[config.mk]
export PLATFORM = sky130hd
export DESIGN_NAME = core
export DESIGN_NICKNAME = d
export VERILOG_FILES = /design/src/hdl/rv_pkg.sv /design/src/hdl/alu.sv /design/src/hdl/control_unit.sv /design/src/hdl/core.sv /design/src/hdl/dataflow.sv /design/src/hdl/register_file.sv
export SDC_FILE = /design/constraint.sdc
export NUM_CORES = 2
export LEC_CHECK = 0
export BUFFER_PORTS_ARGS = -buffer_cell sky130_fd_sc_hd__buf_2
export CAP_MARGIN = 20
export CORE_ASPECT_RATIO = 1.75
export CORE_UTILIZATION = 24
export CTS_CLUSTER_SIZE = 25
export DETAILED_ROUTE_END_ITERATION = 6
export GPL_ROUTABILITY_DRIVEN = 0
export HOLD_SLACK_MARGIN = 0.15
export PLACE_DENSITY = 0.4
export REMOVE_ABC_BUFFERS = 1
export SETUP_SLACK_MARGIN = 0.15
export SLEW_MARGIN = 20
export SYNTH_ARGS = -nofsm -noshare
export SYNTH_HDL_FRONTEND = slang
export SYNTH_HIERARCHICAL = 1
export SYNTH_SLANG_ARGS = --single-unit
[constraint.sdc]
create_clock -name clock -period 5.91 [get_ports clock]
set_input_delay 0.2955 -clock clock [delete_from_list [all_inputs] [get_ports clock]]
set_output_delay 0.2955 -clock clock [all_outputs]
set_load 0.01 [all_outputs]
[src/hdl/rv_pkg.sv]
/*
 * Shared types for the multicycle RV32I core: word and register index types,
 * opcode and ALU encodings, the control and status structs and the FSM states
 */
`default_nettype none

package rv_pkg;

  typedef logic [31:0] word_t;
  typedef logic [4:0]  reg_addr_t;
  typedef logic [6:0]  opcode_t;
  typedef logic [2:0]  funct3_t;

  localparam word_t RESET_PC = 32'h0000_0000;

  // Major opcodes
  localparam opcode_t OP_LUI    = 7'b0110111;
  localparam opcode_t OP_AUIPC  = 7'b0010111;
  localparam opcode_t OP_JAL    = 7'b1101111;
  localparam opcode_t OP_JALR   = 7'b1100111;
  localparam opcode_t OP_BRANCH = 7'b1100011;
  localparam opcode_t OP_LOAD   = 7'b0000011;
  localparam opcode_t OP_STORE  = 7'b0100011;
  localparam opcode_t OP_IMM    = 7'b0010011;
  localparam opcode_t OP_REG    = 7'b0110011;

  // Branch conditions in funct3
  localparam funct3_t F3_BEQ  = 3'b000;
  localparam funct3_t F3_BNE  = 3'b001;
  localparam funct3_t F3_BLT  = 3'b100;
  localparam funct3_t F3_BGE  = 3'b101;
  localparam funct3_t F3_BLTU = 3'b110;
  localparam funct3_t F3_BGEU = 3'b111;

  typedef enum logic [3:0] {
    ALU_ADD, ALU_SUB, ALU_SLL, ALU_SLT, ALU_SLTU, ALU_XOR,
    ALU_SRL, ALU_SRA, ALU_OR, ALU_AND, ALU_PASS_B
  } alu_op_t;

  typedef enum logic [1:0] {WB_ALU, WB_MEM, WB_PC4} wb_sel_t;

  typedef struct packed {
    logic    alua_src;      // 0 rs1, 1 PC of the instruction
    logic    alub_src;      // 0 rs2, 1 immediate
    alu_op_t alu_op;
    logic    pc_en;
    logic    pc_src;        // 0 PC plus 4, 1 ALU result
    logic    ir_en;
    logic    mem_addr_src;  // 0 PC, 1 ALU result
    logic    wr_reg_en;
    wb_sel_t wr_reg_src;
  } ctrl_t;

  typedef struct packed {
    opcode_t opcode;
    funct3_t funct3;
    logic    funct7_5;
    logic    zero;
    logic    negative;
    logic    carry_out;
    logic    overflow;
  } status_t;

  typedef enum logic [2:0] {FETCH, DECODE, EXECUTE, MEMORY, WRITEBACK} state_t;

endpackage

`default_nettype wire

[src/hdl/alu.sv]
/*
 * Integer ALU for RV32I
 * Flags come from the shared adder and hold for subtraction
 */
`default_nettype none

module alu
  import rv_pkg::*;
(
  input  wire word_t   a,
  input  wire word_t   b,
  input  wire alu_op_t op,
  output word_t        result,
  output logic         zero,
  output logic         negative,
  output logic         carry_out,
  output logic         overflow
);

  logic        sub_mode;
  word_t       b_eff;
  logic [32:0] sum;

  // Compares run through the subtractor
  assign sub_mode = (op == ALU_SUB) || (op == ALU_SLT) || (op == ALU_SLTU);
  assign b_eff    = sub_mode ? ~b : b;
  assign sum      = {1'b0, a} + {1'b0, b_eff} + {32'b0, sub_mode};

  assign carry_out = sum[32];
  assign negative  = sum[31];
  assign zero      = (sum[31:0] == '0);
  assign overflow  = (a[31] == b_eff[31]) && (sum[31] != a[31]);

  always_comb begin
    case (op)
      ALU_ADD, ALU_SUB: result = sum[31:0];
      ALU_SLL:          result = a << b[4:0];
      ALU_SLT:          result = {31'b0, negative ^ overflow};
      ALU_SLTU:         result = {31'b0, ~carry_out};
      ALU_XOR:          result = a ^ b;
      ALU_SRL:          result = a >> b[4:0];
      ALU_SRA:          result = word_t'($signed(a) >>> b[4:0]);
      ALU_OR:           result = a | b;
      ALU_AND:          result = a & b;
      ALU_PASS_B:       result = b;
      default:          result = sum[31:0];
    endcase
  end

endmodule

`default_nettype wire

[src/hdl/control_unit.sv]
/*
 * Multicycle control FSM: fetch, decode, execute, memory, writeback
 * Decodes the instruction, resolves branches and runs the bus cycles
 */
`default_nettype none

module control_unit
  import rv_pkg::*;
(
  input  wire logic    clock,
  input  wire logic    rst,
  input  wire logic    mem_ack,
  input  wire status_t status,
  output ctrl_t        ctrl,
  output logic         mem_rd_en,
  output logic         mem_wr_en
);

  state_t  state;
  state_t  next_state;
  logic    started;
  logic    branch_taken;
  logic    take_branch;
  alu_op_t arith_op;
  alu_op_t op_alu;
  logic    a_pc;
  logic    b_imm;
  wb_sel_t wb_sel;
  logic    writes_rd;
  logic    is_jump;

  // Holds the first fetch back by one cycle out of reset
  always_ff @(posedge clock) begin
    if (rst) begin
      state        <= FETCH;
      started      <= 1'b0;
      branch_taken <= 1'b0;
    end else begin
      state   <= next_state;
      started <= 1'b1;
      if (state == DECODE) begin
        branch_taken <= take_branch;
      end
    end
  end

  // Flags of rs1 - rs2, driven during DECODE
  always_comb begin
    case (status.funct3)
      F3_BEQ:  take_branch = status.zero;
      F3_BNE:  take_branch = ~status.zero;
      F3_BLT:  take_branch = status.negative ^ status.overflow;
      F3_BGE:  take_branch = ~(status.negative ^ status.overflow);
      F3_BLTU: take_branch = ~status.carry_out;
      F3_BGEU: take_branch = status.carry_out;
      default: take_branch = 1'b0;
    endcase
  end

  always_comb begin
    case (status.funct3)
      3'b000:  arith_op = (status.opcode == OP_REG && status.funct7_5) ? ALU_SUB : ALU_ADD;
      3'b001:  arith_op = ALU_SLL;
      3'b010:  arith_op = ALU_SLT;
      3'b011:  arith_op = ALU_SLTU;
      3'b100:  arith_op = ALU_XOR;
      3'b101:  arith_op = status.funct7_5 ? ALU_SRA : ALU_SRL;
      3'b110:  arith_op = ALU_OR;
      default: arith_op = ALU_AND;
    endcase
  end

  always_comb begin
    op_alu    = ALU_ADD;
    a_pc      = 1'b0;
    b_imm     = 1'b1;
    wb_sel    = WB_ALU;
    writes_rd = 1'b1;
    is_jump   = 1'b0;
    case (status.opcode)
      OP_LUI:    op_alu = ALU_PASS_B;
      OP_AUIPC:  a_pc = 1'b1;
      OP_JAL: begin
        a_pc    = 1'b1;
        wb_sel  = WB_PC4;
        is_jump = 1'b1;
      end
      OP_JALR: begin
        wb_sel  = WB_PC4;
        is_jump = 1'b1;
      end
      OP_BRANCH: begin
        a_pc      = 1'b1;
        writes_rd = 1'b0;
      end
      OP_LOAD:   wb_sel = WB_MEM;
      OP_STORE:  writes_rd = 1'b0;
      OP_IMM:    op_alu = arith_op;
      OP_REG: begin
        op_alu = arith_op;
        b_imm  = 1'b0;
      end
      default:   writes_rd = 1'b0;
    endcase
  end

  always_comb begin
    ctrl            = '0;
    ctrl.alua_src   = a_pc;
    ctrl.alub_src   = b_imm;
    ctrl.alu_op     = op_alu;
    ctrl.wr_reg_src = wb_sel;
    mem_rd_en       = 1'b0;
    mem_wr_en       = 1'b0;
    next_state      = state;
    case (state)
      FETCH: begin
        mem_rd_en  = started;
        ctrl.ir_en = started & mem_ack;
        if (started && mem_ack) begin
          next_state = DECODE;
        end
      end
      DECODE: begin
        ctrl.alua_src = 1'b0;
        ctrl.alub_src = 1'b0;
        ctrl.alu_op   = ALU_SUB;
        next_state    = EXECUTE;
      end
      EXECUTE: begin
        case (status.opcode)
          OP_BRANCH: begin
            ctrl.pc_en  = 1'b1;
            ctrl.pc_src = branch_taken;
            next_state  = FETCH;
          end
          OP_JAL, OP_JALR: begin
            ctrl.pc_en  = 1'b1;
            ctrl.pc_src = 1'b1;
            next_state  = WRITEBACK;
          end
          OP_LOAD, OP_STORE: next_state = MEMORY;
          default:           next_state = WRITEBACK;
        endcase
      end
      MEMORY: begin
        ctrl.mem_addr_src = 1'b1;
        mem_rd_en         = (status.opcode == OP_LOAD);
        mem_wr_en         = (status.opcode == OP_STORE);
        if (mem_ack) begin
          next_state = WRITEBACK;
        end
      end
      WRITEBACK: begin
        ctrl.wr_reg_en = writes_rd;
        ctrl.pc_en     = ~is_jump;
        next_state     = FETCH;
      end
      default: next_state = FETCH;
    endcase
  end

endmodule

`default_nettype wire

[src/hdl/core.sv]
/*
 * Multicycle RV32I core top
 * Joins dataflow and control unit on a Wishbone-style bus
 */
`default_nettype none

module core
  import rv_pkg::*;
(
  input  wire logic  clock,
  input  wire logic  rst,
  input  wire word_t bus_rd_data,
  input  wire logic  bus_ack,
  output word_t      bus_wr_data,
  output word_t      bus_addr,
  output logic       bus_cyc,
  output logic       bus_stb,
  output logic       bus_we,
  output logic [3:0] bus_sel
);

  ctrl_t   ctrl;
  status_t status;
  logic    mem_rd_en;
  logic    mem_wr_en;

  dataflow df (
    .clock    (clock),
    .rst      (rst),
    .ctrl     (ctrl),
    .rd_data  (bus_rd_data),
    .status   (status),
    .wr_data  (bus_wr_data),
    .mem_addr (bus_addr)
  );

  control_unit uc (
    .clock     (clock),
    .rst       (rst),
    .mem_ack   (bus_ack),
    .status    (status),
    .ctrl      (ctrl),
    .mem_rd_en (mem_rd_en),
    .mem_wr_en (mem_wr_en)
  );

  // Word accesses only
  assign bus_cyc = mem_rd_en | mem_wr_en;
  assign bus_stb = bus_cyc;
  assign bus_we  = mem_wr_en;
  assign bus_sel = 4'b1111;

endmodule

`default_nettype wire

[src/hdl/dataflow.sv]
/*
 * Datapath of the multicycle core: PC, instruction and load data registers,
 * immediate generation, ALU operand and writeback selection, bus address
 */
`default_nettype none

module dataflow
  import rv_pkg::*;
(
  input  wire logic  clock,
  input  wire logic  rst,
  input  wire ctrl_t ctrl,
  input  wire word_t rd_data,
  output status_t    status,
  output word_t      wr_data,
  output word_t      mem_addr
);

  word_t pc;
  word_t pc_old;
  word_t ir;
  word_t mdr;
  word_t imm;
  word_t pc_plus4;
  word_t next_pc;
  word_t alu_a;
  word_t alu_b;
  word_t alu_result;
  word_t rs1_data;
  word_t rs2_data;
  word_t wb_data;
  logic  zero;
  logic  negative;
  logic  carry_out;
  logic  overflow;

  always_ff @(posedge clock) begin
    if (rst) begin
      pc <= RESET_PC;
    end else if (ctrl.pc_en) begin
      pc <= next_pc;
    end
  end

  // pc_old keeps the address of the instruction in flight
  always_ff @(posedge clock) begin
    if (ctrl.ir_en) begin
      ir     <= rd_data;
      pc_old <= pc;
    end
    mdr <= rd_data;
  end

  always_comb begin
    case (opcode_t'(ir[6:0]))
      OP_STORE:        imm = {{20{ir[31]}}, ir[31:25], ir[11:7]};
      OP_BRANCH:       imm = {{19{ir[31]}}, ir[31], ir[7], ir[30:25], ir[11:8], 1'b0};
      OP_LUI, OP_AUIPC: imm = {ir[31:12], 12'b0};
      OP_JAL:          imm = {{11{ir[31]}}, ir[31], ir[19:12], ir[20], ir[30:21], 1'b0};
      default:         imm = {{20{ir[31]}}, ir[31:20]};
    endcase
  end

  register_file regs (
    .clock    (clock),
    .rst      (rst),
    .rs1      (reg_addr_t'(ir[19:15])),
    .rs2      (reg_addr_t'(ir[24:20])),
    .rd       (reg_addr_t'(ir[11:7])),
    .wr_en    (ctrl.wr_reg_en),
    .wr_data  (wb_data),
    .rs1_data (rs1_data),
    .rs2_data (rs2_data)
  );

  assign alu_a = ctrl.alua_src ? pc_old : rs1_data;
  assign alu_b = ctrl.alub_src ? imm : rs2_data;

  alu alu_inst (
    .a         (alu_a),
    .b         (alu_b),
    .op        (ctrl.alu_op),
    .result    (alu_result),
    .zero      (zero),
    .negative  (negative),
    .carry_out (carry_out),
    .overflow  (overflow)
  );

  assign pc_plus4 = pc_old + 32'd4;
  // JALR target has bit 0 cleared
  assign next_pc  = ctrl.pc_src ? {alu_result[31:1], 1'b0} : pc_plus4;

  always_comb begin
    case (ctrl.wr_reg_src)
      WB_MEM:  wb_data = mdr;
      WB_PC4:  wb_data = pc_plus4;
      default: wb_data = alu_result;
    endcase
  end

  assign mem_addr = ctrl.mem_addr_src ? alu_result : pc;
  assign wr_data  = rs2_data;

  assign status = '{
    opcode:    opcode_t'(ir[6:0]),
    funct3:    funct3_t'(ir[14:12]),
    funct7_5:  ir[30],
    zero:      zero,
    negative:  negative,
    carry_out: carry_out,
    overflow:  overflow
  };

endmodule

`default_nettype wire

[src/hdl/register_file.sv]
/*
 * 32 x 32-bit register file, x0 reads as zero
 * Two combinational read ports, one clocked write port
 */
`default_nettype none

module register_file
  import rv_pkg::*;
(
  input  wire logic      clock,
  input  wire logic      rst,
  input  wire reg_addr_t rs1,
  input  wire reg_addr_t rs2,
  input  wire reg_addr_t rd,
  input  wire logic      wr_en,
  input  wire word_t     wr_data,
  output word_t          rs1_data,
  output word_t          rs2_data
);

  word_t regs [1:31];

  always_ff @(posedge clock) begin
    if (rst) begin
      for (int i = 1; i < 32; i++) begin
        regs[i] <= '0;
      end
    end else if (wr_en && rd != '0) begin
      regs[rd] <= wr_data;
    end
  end

  assign rs1_data = (rs1 == '0) ? '0 : regs[rs1];
  assign rs2_data = (rs2 == '0) ? '0 : regs[rs2];

endmodule

`default_nettype wire

==> flow_metrics.tcl <==
set metrics [dict create \
    comb_power_share_pct 32.5 \
    violations "setup timing" \
    h-tree-depth 3 \
    min_period_ns 6.704 \
    seqPwrFrac_pct 37.2 \
    wl_met2_um 188700 \
    crit_top_cell "buf_12" \
    io_pins 106 \
    grt_pass1_vias 55720 \
    slowest_stage "nor4b_2" \
    dp_slack_ns -1.059 \
    grt_setup_unrepaired "true" \
    num_vias 54950 \
    cts_buffers 111 \
    portBuffers 101 \
    startpoint_type "flop" \
    synth_area_leaders "edfxtp_1 47%, mux4_2 12%, and2_1 9.0%, mux2i_1 5.8%, clkbuf_1 2.2%" \
    grt_start_max_net_pins 62 \
    arrival_ns 6.41 \
    die_area_um2 292400 \
    min_path_type "in2reg" \
    wl_met3_um 15320 \
    cts.clk_slew.worst_paths_ns 0.06 \
    layout_common_cells "1,088 x edfxtp_1, 1,057 x buf_4, 995 x and2_1" \
    insertion_delay_ns 0.80 \
    maxCapViolCount 0 \
    worst_clock_skew_ns 0.06387 \
    grt_util_all_layers_pct 23.26 \
    synth_top_area_share_pct 46.92 \
    dp_cells 10160 \
    m1WireLength_um 119500 \
    cp_max_fo 13 \
    fin_cells 10650 \
    synth_ff_type "edfxtp_1" \
    hpwl_um 257600 \
    place_area_um2 82750 \
    max_stage_delay_ns 0.65 \
    first_pass_iters 6 \
    cellInternalPower_mw 17.05 \
    fin_crit_sh_pct 113.4 \
    initial_core_util_pct 24.12 \
    yosysTopAreaCell "edfxtp_1" \
    final_cell_area_um2 93840 \
    die_y_um 714.6 \
    cp_data_required_time_ns 5.61 \
    drive_gt1_share_pct 39.42 \
    p_sw_share_pct 33.55 \
    postSynth.asyncResetShare_pct 0 \
    syn_area_per_cell_um2 12.27 \
    wl_per_cell_um 33.28 \
    outcome "complete, but fails checks" \
    max-vdd-ir-drop_uv 251.4 \
    max_freq_mhz 149.2 \
    path_class "reg2out" \
    drt_wl_total_um 354500 \
    cts_tree "done" \
    die_w_um 409.2 \
    grt_pass1_wl_um 471700 \
    timing.hold.ws_ns 0.1819 \
    clockPowerShare_pct 30.3 \
    leakagePower_nw 35.64 \
    max-clock-path-buffers 3 \
    p_per_area_nw_per_um2 273.5 \
    vias_per_cell 5.158 \
    drc 0 \
    grt_overflow 0 \
    cts.sinks 1157 \
    final_common_cell "edfxtp_1" \
    ant_nets 0 \
    synth_cells 5675 \
    ys_ff_latch 1157 \
    ys_seq_area_share_pct 48.90 \
    tightest_slew_ns 1.064 \
    core_area_um2 288700 \
    power.total_mw 25.66 \
    synthesis.area_um2 69630 \
    cts-root-buf "clkbuf_16" \
    synth_cell_type_count 99 \
    end_kind "primary output" \
    area_delta_synth_final_pct 34.77 \
    drv_slew 0 \
    fin_ws_ns -0.7942 \
    rows 261 \
    antenna_found_initial 21 \
    maxSlewHeadroom_pct 29.07 \
    synth-edff-count 1088 \
    ys_warn_count 6 \
    p_switching_mw 8.609 \
    hold_violations 0 \
    finalNetCount 6862 \
    top_layer "met5" \
    setup_viol 293 \
    drt_iter0_markers 4379 \
]
final timing paths:
path / slack, ns / startpoint / to / depth (start not counted)
setup / recovery: -0.79 / df/ir[20] / bus_addr[31] / 26
hold / removal: 0.18 / bus_rd_data[14] / df/mdr[14] / 2
setup reg to reg: -0.54 / df/ir[16] / uc/branch_taken / 33
hold reg to reg: 0.44 / df/pc[15] / df/pc_old[15] / 0
kinds of logic (layout without fill, tap and decap cells):
logic type,Yosys count,after routing,share of synthesized area (%)
and+or+nand+nor,1788,1788,14.72
muxes,888,889,19.71
adders and majority gates,100,100,1.808
xor gates and xnor gates,82,82,1.064
other,2,55,0.01079
buffers and inverters,664,1776,4.151
DFF,1157,1157,48.90
AOI/OAI and AO/OA,994,994,9.633
state kept, by name (all words and copies together) (netlist names):
register / flops
df/pc: 32
uc/state: 3
df/ir: 32
df/pc_old: 32
df/mdr: 32
df/regs/regs: 1024
uc/started: 1
uc/branch_taken: 1
power by group through the flow:
stage | clock (mW) | sequential, mW | combinational, mW
after floorplan | 0 | 9.72 | 2.84
after global placement | 0 | 9.70 | 7.09
after detailed placement | 0 | 9.71 | 7.08
after CTS | 7.95 | 9.53 | 7.38
after global routing | 8.17 | 9.57 | 8.62
final | 7.79 | 9.54 | 8.33
stage by stage:
step	utilization [%]	TNS (ns)
floorplan	-	-
global placement	28.66	-616.49
detailed placement	28.66	-621.02
CTS	30.67	-99.28
global route	32.50	-90.51
finish	32.51	-44.50
per-layer routing:
metal / global-route usage, % / vias up
met5: 0 / -
met4: 17.45 / 8
met3: 3.018 / 847
met2: 43.60 / 2048
met1: 23.17 / 28540
li1: - / 23510
synth_stat cells, types with 22 or more instances:
library cell,number
a2111oi_0,25
a2111oi_1,32
a211oi_1,65
a21oi_1,222
a22o_1,55
a22oi_1,155
a31oi_1,26
and2_1,999
buf_1,30
buf_2,61
buf_4,43
clkbuf_1,407
dfxtp_1,69
edfxtp_1,1088
ha_1,99
inv_1,98
mux2_2,106
mux2i_1,406
mux4_2,376
nand2_1,215
nand2b_1,32
nand3_1,33
nor2_1,194
nor2b_1,80
nor3_1,49
nor4_1,40
o2111ai_1,22
o211ai_1,28
o21ai_0,174
o22ai_1,64
or2_2,37
xnor2_1,58
xor2_1,22
final cells by class:
type                       count  area (um2)
antenna                       19       47.55
clock buffer                 125        2851
clock inverter                83       907.1
fill                       28860      194800
inverter                     100       384.1
multi-input combinational   3889       36890
sequential                  1157       34050
tap                         3813        4771
timing repair buffer        1468       13940
critical path, delay by kind of cell (launching register included):
| family | cells | cell delay [ns] |
|---|---|---|
| flops | 1 | 0.42 |
| fa+ha+maj | 1 | 0.29 |
| simple gates | 5 | 1.17 |
| buf+inv | 9 | 1.31 |
| xor+xnor | 2 | 0.21 |
| mux | 3 | 0.69 |
| compound gates | 6 | 1.52 |
timing repair:
action                                   CTS  global route
buffers inserted                          31           179
hold buffers                              35             0
endpoints found under the hold margin     67             0
cloned                                     6            16
resized for setup                        249           760
endpoints found under the setup margin  1088          1073
pin swaps                                 26           182
No activity file was read; power rests on OpenSTA's default activity.
